**config.mk**
```make
export PLATFORM = sky130hd
export DESIGN_NAME = stream_top
export DESIGN_NICKNAME = d
export VERILOG_FILES = /design/src/hdl/pix_pkg.sv /design/src/hdl/pix_stream_if.sv /design/src/hdl/stream_top.sv /design/src/hdl/frame_out.sv /design/src/hdl/test_pattern_gen.sv /design/src/hdl/stream_ctrl.sv /design/src/hdl/frame_sync.sv
export VERILOG_INCLUDE_DIRS = /design/src /design/src/hdl
export SDC_FILE = /design/constraint.sdc
export NUM_CORES = 2
export LEC_CHECK = 0
export BUFFER_PORTS_ARGS = -buffer_cell sky130_fd_sc_hd__buf_2
export CORE_UTILIZATION = 40
export CTS_CLUSTER_DIAMETER = 120
export DETAILED_ROUTE_END_ITERATION = 7
export SYNTH_ARGS = -nofsm -noshare
export SYNTH_HDL_FRONTEND = slang
export SYNTH_HIERARCHICAL = 1
export SYNTH_SLANG_ARGS = --single-unit
```
**constraint.sdc**
```tcl
create_clock -name clk_pix -period 6.4 [get_ports clk_pix]
set_clock_uncertainty 0.1 [all_clocks]
set_input_delay 0.64 -clock clk_pix [delete_from_list [all_inputs] [get_ports clk_pix]]
set_output_delay 0.64 -clock clk_pix [all_outputs]
set_load 0.02 [all_outputs]
```
**src/hdl/pix_settings.svh**
```systemverilog
`ifndef PIX_SETTINGS_SVH
`define PIX_SETTINGS_SVH

// ------------------------------
// video path widths
// ------------------------------

// mono pixel, one byte
`define PIX_WD 8

// register word, also the output word
`define REG_WD 32

// ------------------------------
// output buffering
// ------------------------------

// word entries in the output fifo
`define OUT_FIFO_DEPTH 64

`endif
```
**src/hdl/pix_pkg.sv**
```systemverilog
`include "pix_settings.svh"

package pix_pkg;

	// ------------------------------
	// payload types
	// ------------------------------

	// one sensor pixel
	typedef logic [`PIX_WD-1:0] pix_t;

	// one packed output word
	typedef logic [`REG_WD-1:0] word_t;

	// ------------------------------
	// register encodings
	// ------------------------------

	// test image select, the other four codes are illegal
	typedef enum logic [2:0] {
		TI_REAL        = 3'b000,
		TI_GRAY_FRAME  = 3'b001,
		TI_DIAG_STATIC = 3'b110,
		TI_DIAG_MOVING = 3'b010
	} test_image_t;

	// bit 0 of the pixel format register
	typedef enum logic {
		FMT_PACKED4 = 1'b0,
		FMT_SINGLE  = 1'b1
	} pix_fmt_t;

endpackage

```
**src/hdl/pix_stream_if.sv**
```systemverilog
`timescale 1ns/1ps

interface pix_stream_if;
	import pix_pkg::*;

	// frame valid, high for the whole frame
	logic fval;
	// line valid, pixel is valid while high
	logic lval;
	// first valid pixel of the frame
	logic sof;
	// mono pixel
	pix_t pix;

	// driving side
	modport src (
		output fval,
		output lval,
		output sof,
		output pix
	);

	// receiving side
	modport snk (
		input fval,
		input lval,
		input sof,
		input pix
	);
endinterface

```
**src/hdl/stream_top.sv**
```systemverilog
`timescale 1ns/1ps

module stream_top (
	input  logic           clk_pix,
	input  logic           i_rst,
	input  logic           i_fval,
	input  logic           i_lval,
	input  pix_pkg::pix_t  i_pix,
	input  logic           i_acquisition_start,
	input  logic           i_stream_enable,
	input  logic           i_license_ok,
	input  pix_pkg::word_t i_pixel_format,
	input  logic [2:0]     i_test_image_sel,
	output logic           o_req,
	output pix_pkg::word_t o_word,
	output logic           o_sof,
	input  logic           i_ack,
	output logic           o_enable,
	output logic           o_full_frame_state,
	output logic           o_overflow
);
	import pix_pkg::*;

	// settings latched at frame start
	word_t       pixel_format;
	test_image_t test_image_sel;

	// ------------------------------
	// internal streams
	// ------------------------------

	// after the sync buffer
	pix_stream_if s_sync ();
	// after the test image stage
	pix_stream_if s_gen ();

	frame_sync u_frame_sync (
		.clk_pix  (clk_pix),
		.i_rst    (i_rst),
		.i_fval   (i_fval),
		.i_lval   (i_lval),
		.i_pix    (i_pix),
		.o_stream (s_sync.src)
	);

	// the synced frame valid goes to the controller as a plain wire
	stream_ctrl u_stream_ctrl (
		.clk_pix             (clk_pix),
		.i_rst               (i_rst),
		.i_fval              (i_fval),
		.i_fval_sync         (s_sync.fval),
		.i_acquisition_start (i_acquisition_start),
		.i_stream_enable     (i_stream_enable),
		.i_license_ok        (i_license_ok),
		.i_pixel_format      (i_pixel_format),
		.i_test_image_sel    (i_test_image_sel),
		.o_enable            (o_enable),
		.o_full_frame_state  (o_full_frame_state),
		.o_pixel_format      (pixel_format),
		.o_test_image_sel    (test_image_sel)
	);

	test_pattern_gen u_test_pattern_gen (
		.clk_pix          (clk_pix),
		.i_rst            (i_rst),
		.i_enable         (o_enable),
		.i_test_image_sel (test_image_sel),
		.i_stream         (s_sync.snk),
		.o_stream         (s_gen.src)
	);

	frame_out u_frame_out (
		.clk_pix        (clk_pix),
		.i_rst          (i_rst),
		.i_pixel_format (pixel_format),
		.i_stream       (s_gen.snk),
		.o_req          (o_req),
		.o_word         (o_word),
		.o_sof          (o_sof),
		.i_ack          (i_ack),
		.o_overflow     (o_overflow)
	);

endmodule

```
**src/hdl/frame_out.sv**
```systemverilog
`timescale 1ns/1ps
`include "pix_settings.svh"

module frame_out (
	input  logic           clk_pix,
	input  logic           i_rst,
	input  pix_pkg::word_t i_pixel_format,
	pix_stream_if.snk      i_stream,
	output logic           o_req,
	output pix_pkg::word_t o_word,
	output logic           o_sof,
	input  logic           i_ack,
	output logic           o_overflow
);
	import pix_pkg::*;

	localparam int AW = $clog2(`OUT_FIFO_DEPTH);

	// release waits for ack low before the next request
	typedef enum logic [1:0] {S_IDLE, S_REQ, S_REL} send_state_t;

	pix_fmt_t        fmt;
	logic            fval_d;
	logic [1:0]      pk_idx;
	word_t           pk_word;
	word_t           pk_next;
	logic            pk_sof;
	logic            cur_sof;
	logic            flush;
	logic            push_go;
	logic            push_vld;
	word_t           push_word;
	logic            push_sof;
	logic [`REG_WD:0] fifo_mem [0:`OUT_FIFO_DEPTH-1];
	logic [AW:0]     wr_ptr;
	logic [AW:0]     rd_ptr;
	logic            full;
	logic            empty;
	logic            pop;
	send_state_t     state;

	// ------------------------------
	// word packer
	// ------------------------------

	always_comb begin
		fmt = pix_fmt_t'(i_pixel_format[0]);
		// byte 0 starts a clean word, upper bytes stay zero
		pk_next = (pk_idx == 2'd0) ? '0 : pk_word;
		pk_next[pk_idx*`PIX_WD +: `PIX_WD] = i_stream.pix;
		cur_sof = (pk_idx == 2'd0) ? i_stream.sof : pk_sof;
		// partial word left at frame end
		flush   = fval_d & ~i_stream.fval & (pk_idx != 2'd0);
		push_go = (i_stream.lval & ((fmt == FMT_SINGLE) | (pk_idx == 2'd3))) | flush;
	end

	always_ff @(posedge clk_pix) begin
		if (i_rst) begin
			fval_d   <= 1'b0;
			pk_idx   <= '0;
			pk_sof   <= 1'b0;
			push_vld <= 1'b0;
		end else begin
			fval_d   <= i_stream.fval;
			push_vld <= push_go;
			if (i_stream.lval) begin
				pk_idx <= (fmt == FMT_SINGLE) ? 2'd0 : pk_idx + 1'b1;
				if (pk_idx == 2'd0) begin
					pk_sof <= i_stream.sof;
				end
			end else if (flush) begin
				pk_idx <= '0;
			end
		end
	end

	always_ff @(posedge clk_pix) begin
		if (i_stream.lval) begin
			pk_word <= pk_next;
		end
		if (push_go) begin
			push_word <= i_stream.lval ? pk_next : pk_word;
			push_sof  <= i_stream.lval ? cur_sof : pk_sof;
		end
	end

	// ------------------------------
	// word fifo, sof kept in msb
	// ------------------------------

	assign full  = (wr_ptr[AW] != rd_ptr[AW]) && (wr_ptr[AW-1:0] == rd_ptr[AW-1:0]);
	assign empty = (wr_ptr == rd_ptr);
	assign pop   = (state == S_IDLE) && !empty && !i_ack;

	always_ff @(posedge clk_pix) begin
		if (push_vld && !full) begin
			fifo_mem[wr_ptr[AW-1:0]] <= {push_sof, push_word};
		end
	end

	// overflow is sticky until reset
	always_ff @(posedge clk_pix) begin
		if (i_rst) begin
			wr_ptr     <= '0;
			rd_ptr     <= '0;
			o_overflow <= 1'b0;
		end else begin
			if (push_vld && !full) begin
				wr_ptr <= wr_ptr + 1'b1;
			end else if (push_vld) begin
				o_overflow <= 1'b1;
			end
			if (pop) begin
				rd_ptr <= rd_ptr + 1'b1;
			end
		end
	end

	// ------------------------------
	// four-phase sender
	// ------------------------------

	always_ff @(posedge clk_pix) begin
		if (i_rst) begin
			state <= S_IDLE;
			o_req <= 1'b0;
		end else begin
			case (state)
				S_IDLE: if (pop) begin
					o_req <= 1'b1;
					state <= S_REQ;
				end
				S_REQ: if (i_ack) begin
					o_req <= 1'b0;
					state <= S_REL;
				end
				S_REL: if (!i_ack) begin
					state <= S_IDLE;
				end
				default: begin
					o_req <= 1'b0;
					state <= S_IDLE;
				end
			endcase
		end
	end

	// word and sof held for the whole request
	always_ff @(posedge clk_pix) begin
		if (pop) begin
			{o_sof, o_word} <= fifo_mem[rd_ptr[AW-1:0]];
		end
	end

endmodule

```
**src/hdl/test_pattern_gen.sv**
```systemverilog
`timescale 1ns/1ps

module test_pattern_gen (
	input  logic                 clk_pix,
	input  logic                 i_rst,
	input  logic                 i_enable,
	input  pix_pkg::test_image_t i_test_image_sel,
	pix_stream_if.snk            i_stream,
	pix_stream_if.src            o_stream
);
	import pix_pkg::*;

	logic fval_d;
	logic lval_d;
	// enable captured at this frame's sof
	logic frame_en;
	logic frame_en_cur;
	logic pix_vld;
	// position of the incoming pixel, low 8 bits suffice
	pix_t col_cnt;
	pix_t row_cnt;
	pix_t frame_cnt;
	pix_t diag;
	pix_t test_pix;

	// ------------------------------
	// frame gate and pixel select
	// ------------------------------

	always_comb begin
		frame_en_cur = i_stream.sof ? i_enable : frame_en;
		pix_vld      = i_stream.lval & frame_en_cur;
		diag         = col_cnt + row_cnt;
		case (i_test_image_sel)
			// one gray level per frame
			TI_GRAY_FRAME:  test_pix = frame_cnt;
			TI_DIAG_STATIC: test_pix = diag;
			// diagonal shifts by one each frame
			TI_DIAG_MOVING: test_pix = diag + frame_cnt;
			default:        test_pix = i_stream.pix;
		endcase
	end

	// ------------------------------
	// position and frame counters
	// ------------------------------

	always_ff @(posedge clk_pix) begin
		if (i_rst) begin
			fval_d    <= 1'b0;
			lval_d    <= 1'b0;
			frame_en  <= 1'b0;
			col_cnt   <= '0;
			row_cnt   <= '0;
			frame_cnt <= '0;
		end else begin
			fval_d <= i_stream.fval;
			lval_d <= i_stream.lval;
			if (i_stream.sof) begin
				frame_en <= i_enable;
			end
			// column restarts in line blanking
			if (i_stream.lval) begin
				col_cnt <= col_cnt + 1'b1;
			end else begin
				col_cnt <= '0;
			end
			// row steps at each line end
			if (!i_stream.fval) begin
				row_cnt <= '0;
			end else if (lval_d && !i_stream.lval) begin
				row_cnt <= row_cnt + 1'b1;
			end
			// passed frames only
			if (fval_d && !i_stream.fval && frame_en) begin
				frame_cnt <= frame_cnt + 1'b1;
			end
		end
	end

	// ------------------------------
	// output register, 1 clock
	// ------------------------------

	always_ff @(posedge clk_pix) begin
		if (i_rst) begin
			o_stream.fval <= 1'b0;
			o_stream.lval <= 1'b0;
			o_stream.sof  <= 1'b0;
		end else begin
			o_stream.fval <= i_stream.fval;
			o_stream.lval <= pix_vld;
			o_stream.sof  <= i_stream.sof & i_enable;
		end
	end

	always_ff @(posedge clk_pix) begin
		o_stream.pix <= test_pix;
	end

endmodule

```
**src/hdl/stream_ctrl.sv**
```systemverilog
`timescale 1ns/1ps

module stream_ctrl (
	input  logic                 clk_pix,
	input  logic                 i_rst,
	input  logic                 i_fval,
	input  logic                 i_fval_sync,
	input  logic                 i_acquisition_start,
	input  logic                 i_stream_enable,
	input  logic                 i_license_ok,
	input  pix_pkg::word_t       i_pixel_format,
	input  logic [2:0]           i_test_image_sel,
	output logic                 o_enable,
	output logic                 o_full_frame_state,
	output pix_pkg::word_t       o_pixel_format,
	output pix_pkg::test_image_t o_test_image_sel
);
	import pix_pkg::*;

	logic [2:0] fval_shift;
	logic       fval_rise;
	logic [1:0] license_sync;
	logic       ti_legal;

	// ------------------------------
	// frame valid sampling
	// ------------------------------

	always_ff @(posedge clk_pix) begin
		if (i_rst) begin
			fval_shift <= '0;
		end else begin
			fval_shift <= {fval_shift[1:0], i_fval};
		end
	end

	// rise seen between stages 1 and 2
	assign fval_rise = fval_shift[1] & ~fval_shift[2];

	// license state lives in another clock, two flops
	always_ff @(posedge clk_pix) begin
		if (i_rst) begin
			license_sync <= '0;
		end else begin
			license_sync <= {license_sync[0], i_license_ok};
		end
	end

	// ------------------------------
	// frame-safe enable
	// ------------------------------

	// only while neither raw nor synced frame is open
	always_ff @(posedge clk_pix) begin
		if (i_rst) begin
			o_enable <= 1'b0;
		end else if (!fval_shift[1] && !i_fval_sync) begin
			o_enable <= i_stream_enable & i_acquisition_start & license_sync[1];
		end
	end

	// stop during an open frame, that frame still completes
	always_ff @(posedge clk_pix) begin
		if (i_rst) begin
			o_full_frame_state <= 1'b0;
		end else if (!i_stream_enable || !i_fval_sync) begin
			o_full_frame_state <= 1'b0;
		end else if (!i_acquisition_start) begin
			o_full_frame_state <= 1'b1;
		end
	end

	// ------------------------------
	// frame-start register latch
	// ------------------------------

	// the four defined test image codes
	always_comb begin
		case (i_test_image_sel)
			TI_REAL, TI_GRAY_FRAME, TI_DIAG_STATIC, TI_DIAG_MOVING: ti_legal = 1'b1;
			default: ti_legal = 1'b0;
		endcase
	end

	// illegal code keeps the previous image
	always_ff @(posedge clk_pix) begin
		if (i_rst) begin
			o_pixel_format   <= '0;
			o_test_image_sel <= TI_REAL;
		end else if (fval_rise) begin
			o_pixel_format <= i_pixel_format;
			if (ti_legal) begin
				o_test_image_sel <= test_image_t'(i_test_image_sel);
			end
		end
	end

endmodule

```
**src/hdl/frame_sync.sv**
```systemverilog
`timescale 1ns/1ps

module frame_sync (
	input  logic         clk_pix,
	input  logic         i_rst,
	input  logic         i_fval,
	input  logic         i_lval,
	input  pix_pkg::pix_t i_pix,
	pix_stream_if.src    o_stream
);
	import pix_pkg::*;

	// armed between frames, cleared by the first line
	logic       sof_armed;
	logic       sof_in;
	logic [3:0] fval_dly;
	logic [3:0] lval_dly;
	logic [3:0] sof_dly;
	pix_t       pix_dly [4];

	// ------------------------------
	// start of frame detect
	// ------------------------------

	// first lval-high cycle inside a frame
	assign sof_in = i_fval & i_lval & sof_armed;

	always_ff @(posedge clk_pix) begin
		if (i_rst) begin
			sof_armed <= 1'b0;
		end else if (!i_fval) begin
			sof_armed <= 1'b1;
		end else if (i_lval) begin
			sof_armed <= 1'b0;
		end
	end

	// ------------------------------
	// 4-deep sync buffer
	// ------------------------------

	// framing bits
	always_ff @(posedge clk_pix) begin
		if (i_rst) begin
			fval_dly <= '0;
			lval_dly <= '0;
			sof_dly  <= '0;
		end else begin
			fval_dly <= {fval_dly[2:0], i_fval};
			lval_dly <= {lval_dly[2:0], i_lval};
			sof_dly  <= {sof_dly[2:0], sof_in};
		end
	end

	// pixel data, same depth
	always_ff @(posedge clk_pix) begin
		pix_dly[0] <= i_pix;
		for (int i = 1; i < 4; i++) begin
			pix_dly[i] <= pix_dly[i-1];
		end
	end

	assign o_stream.fval = fval_dly[3];
	assign o_stream.lval = lval_dly[3];
	assign o_stream.sof  = sof_dly[3];
	assign o_stream.pix  = pix_dly[3];

endmodule

```
==> results.sh <==
export IMPL_maxCapViolations=0
export IMPL_slew_viol_final=0
export IMPL_multi_input_area_um2=19700
export IMPL_ant_nets=0
export IMPL_cts_htree_levels=4
export IMPL_synthCells=4020
export IMPL_avgViaCountPerCell=5.62
export IMPL_fin_crit_ps=4230
export IMPL_clock_path_buffers=3
export IMPL_fillers=18261
export IMPL_cp_arrival_ps=4670
export IMPL_syn_nets=4098
export IMPL_clockRootBuffer="clkbuf_16"
export IMPL_critPathKind="flop to flop"
export IMPL_wire_per_inst_um=29.2
export IMPL_final_cells=7377
export IMPL_final_net_count=4307
export IMPL_grt_total_usage_pct=19.3
export IMPL_status="complete, no violations"
export IMPL_tightest_slew_ps=1160
export IMPL_syn2layout_area_growth_pct=13.4
export IMPL_post_cts_setup_buffer_count=0
export IMPL_rows=172
export IMPL_syn_avg_cell_area_um2=22.1
export IMPL_r2r_start="u_frame_out/rd_ptr[2]"
export IMPL_netlist_area_um2=88700
export IMPL_hold_start="u_frame_sync/pix_dly[2][7]"
export IMPL_die_w_um=473
export IMPL_drt_initial_drc_count=4827
export IMPL_grt_pass1_wl_um=309000
export IMPL_dp_hpwl_um=120000
export IMPL_start_kind="flop"
export IMPL_regArea_um2=68400
export IMPL_cts_clk_slew_worst_paths_ps=60
export IMPL_antenna_found_initial=7
export IMPL_ios=88
export IMPL_rsz0062_at_grt="false"
export IMPL_grt_pass1_vias=42095
export IMPL_grt_max_degree=124
export IMPL_p_per_area_nw_per_um2=290
export IMPL_vias=41482
export IMPL_die_h_um=473
export IMPL_core_um2=220000
export IMPL_start_util_pct=40.3
export IMPL_overflow=0
export IMPL_r2r_end="u_frame_out/o_word[1]"
export IMPL_drive_gt1_share_pct=27.9
export IMPL_finalHoldViolations=0
export IMPL_holdPathStages=0
export IMPL_final_cell_mix="edfxtp_1 (2178), mux4_2 (581), clkbuf_16 (226)"
export IMPL_r2r_setup_slack_ps=2170
export IMPL_cp_required_ps=6830
export IMPL_drc=0
export IMPL_ys_warn_count=6
export IMPL_min_to="u_frame_sync/pix_dly[3][7]"
export IMPL_cp_end_kind="flop"
export IMPL_ff2ff_path_depth=6
export IMPL_clock_latency_ps=840
export IMPL_finalSetupViolCount=0
export IMPL_port_buffers=56
export IMPL_max_slew_margin_pct=22.5
export IMPL_hp_class="flop to flop"
export IMPL_die_area_um2=224000
export IMPL_wl_um=216000
export IMPL_place_inst=6939
export IMPL_finalCritPeriodShare_pct=66.2
export IMPL_cts_buffers=224
export IMPL_cts_tree="done"
export IMPL_tns_ps=0
export IMPL_p_leak_nw=26.5
export IMPL_place_gp_congestion=0.800
export IMPL_path_max_fanout=54
export IMPL_fmax_mhz=236
export IMPL_firstDrtPassIters=6
export IMPL_final_common_cell="edfxtp_1"
export IMPL_clock_sinks=2326
export IMPL_peakVddDrop_mv=0.244
==> power by group <==
| part | internal [W] | switching (W) |
|---|---|---|
| combinational | 0.0000225 | 0.0000243 |
| clock | 0.00707 | 0.00570 |
| sequential | 0.0164 | 0.0000166 |
| total | 0.0235 | 0.00574 |
==> sequential cells by signal (all words and copies together) (netlist names), 2 cells and up <==
| register | cells |
|---|---|
| u_frame_out/rd_ptr | 7 |
| u_frame_out/wr_ptr | 7 |
| u_frame_sync/fval_dly | 4 |
| u_frame_out/o_word | 32 |
| u_frame_out/pk_word | 32 |
| u_frame_out/push_word | 32 |
| u_test_pattern_gen/col_cnt | 8 |
| u_stream_ctrl/fval_shift | 3 |
| u_frame_out/state | 2 |
| u_frame_out/pk_idx | 2 |
| u_test_pattern_gen/row_cnt | 8 |
| u_test_pattern_gen/frame_cnt | 8 |
| u_stream_ctrl/license_sync | 2 |
| u_stream_ctrl/o_test_image_sel | 3 |
| u_frame_sync/lval_dly | 4 |
| u_frame_sync/pix_dly | 32 |
| u_test_pattern_gen/o_stream.pix | 8 |
| u_frame_sync/sof_dly | 4 |
| u_frame_out/fifo_mem | 2112 |
==> critical path, stage by stage (launching register included) <==
cell and delay (ps):
dfxtp_4 640, buf_4 770, buf_4 630, mux4_2 430, mux4_2 510, mux2i_1 440
a21oi_1 270
==> per-layer routing <==
layer | vias up | GRT usage, % | routed length (um)
met5 | - | 0 | 0
met4 | 0 | 4.40 | 4000
met3 | 245 | 3.48 | 15500
met2 | 1536 | 31.3 | 106000
met1 | 22446 | 27.3 | 90500
li1 | 17255 | - | -
==> worst max path at each step <==
stage	startpoint	endpoint	slack [ps]
after floorplan	u_frame_out/wr_ptr[0]	u_frame_out/fifo_mem[56][0]	2740
after global placement	u_frame_out/rd_ptr[2]	u_frame_out/o_word[1]	2140
after detailed placement	u_frame_out/rd_ptr[2]	u_frame_out/o_word[1]	2140
after CTS	u_frame_out/rd_ptr[2]	u_frame_out/o_word[1]	2160
after global routing	u_frame_out/rd_ptr[0]	u_frame_out/o_word[3]	2030
final	u_frame_out/rd_ptr[2]	u_frame_out/o_word[1]	2170
==> metrics by stage <==
stage / total power (W) / hold WS (ps) / utilization [%] / instance area, um^2 / setup WS (ps)
after CTS: 0.0295 / 191 / 45.7 / 101000 / 2160
after global placement: 0.0168 / 215 / 42.4 / 93300 / 2140
after detailed placement: 0.0168 / 213 / 42.4 / 93300 / 2140
after global routing: 0.0300 / 230 / 45.7 / 101000 / 2030
final: 0.0292 / 223 / 45.7 / 101000 / 2170
after floorplan: 0.0167 / 210 / - / 88700 / 2740
==> area by class of cell <==
| class | instances | area share [%] |
|---|---|---|
| repair buffers | 212 | 1.68 |
| clock buffers | 295 | 5.97 |
| flip-flops and latches | 2326 | 68.0 |
| diodes | 2 | 0.00498 |
| multi-input cells | 1448 | 19.5 |
| well taps | 2958 | 3.68 |
| inverters | 17 | 0.0634 |
| clock inverters | 119 | 1.07 |
==> timing repair <==
item / CTS / global route
endpoints found under the hold margin: 23 / 0
resized for setup: 0 / 0
hold buffers: 22 / 0
Power figures use the tool's default switching activity.
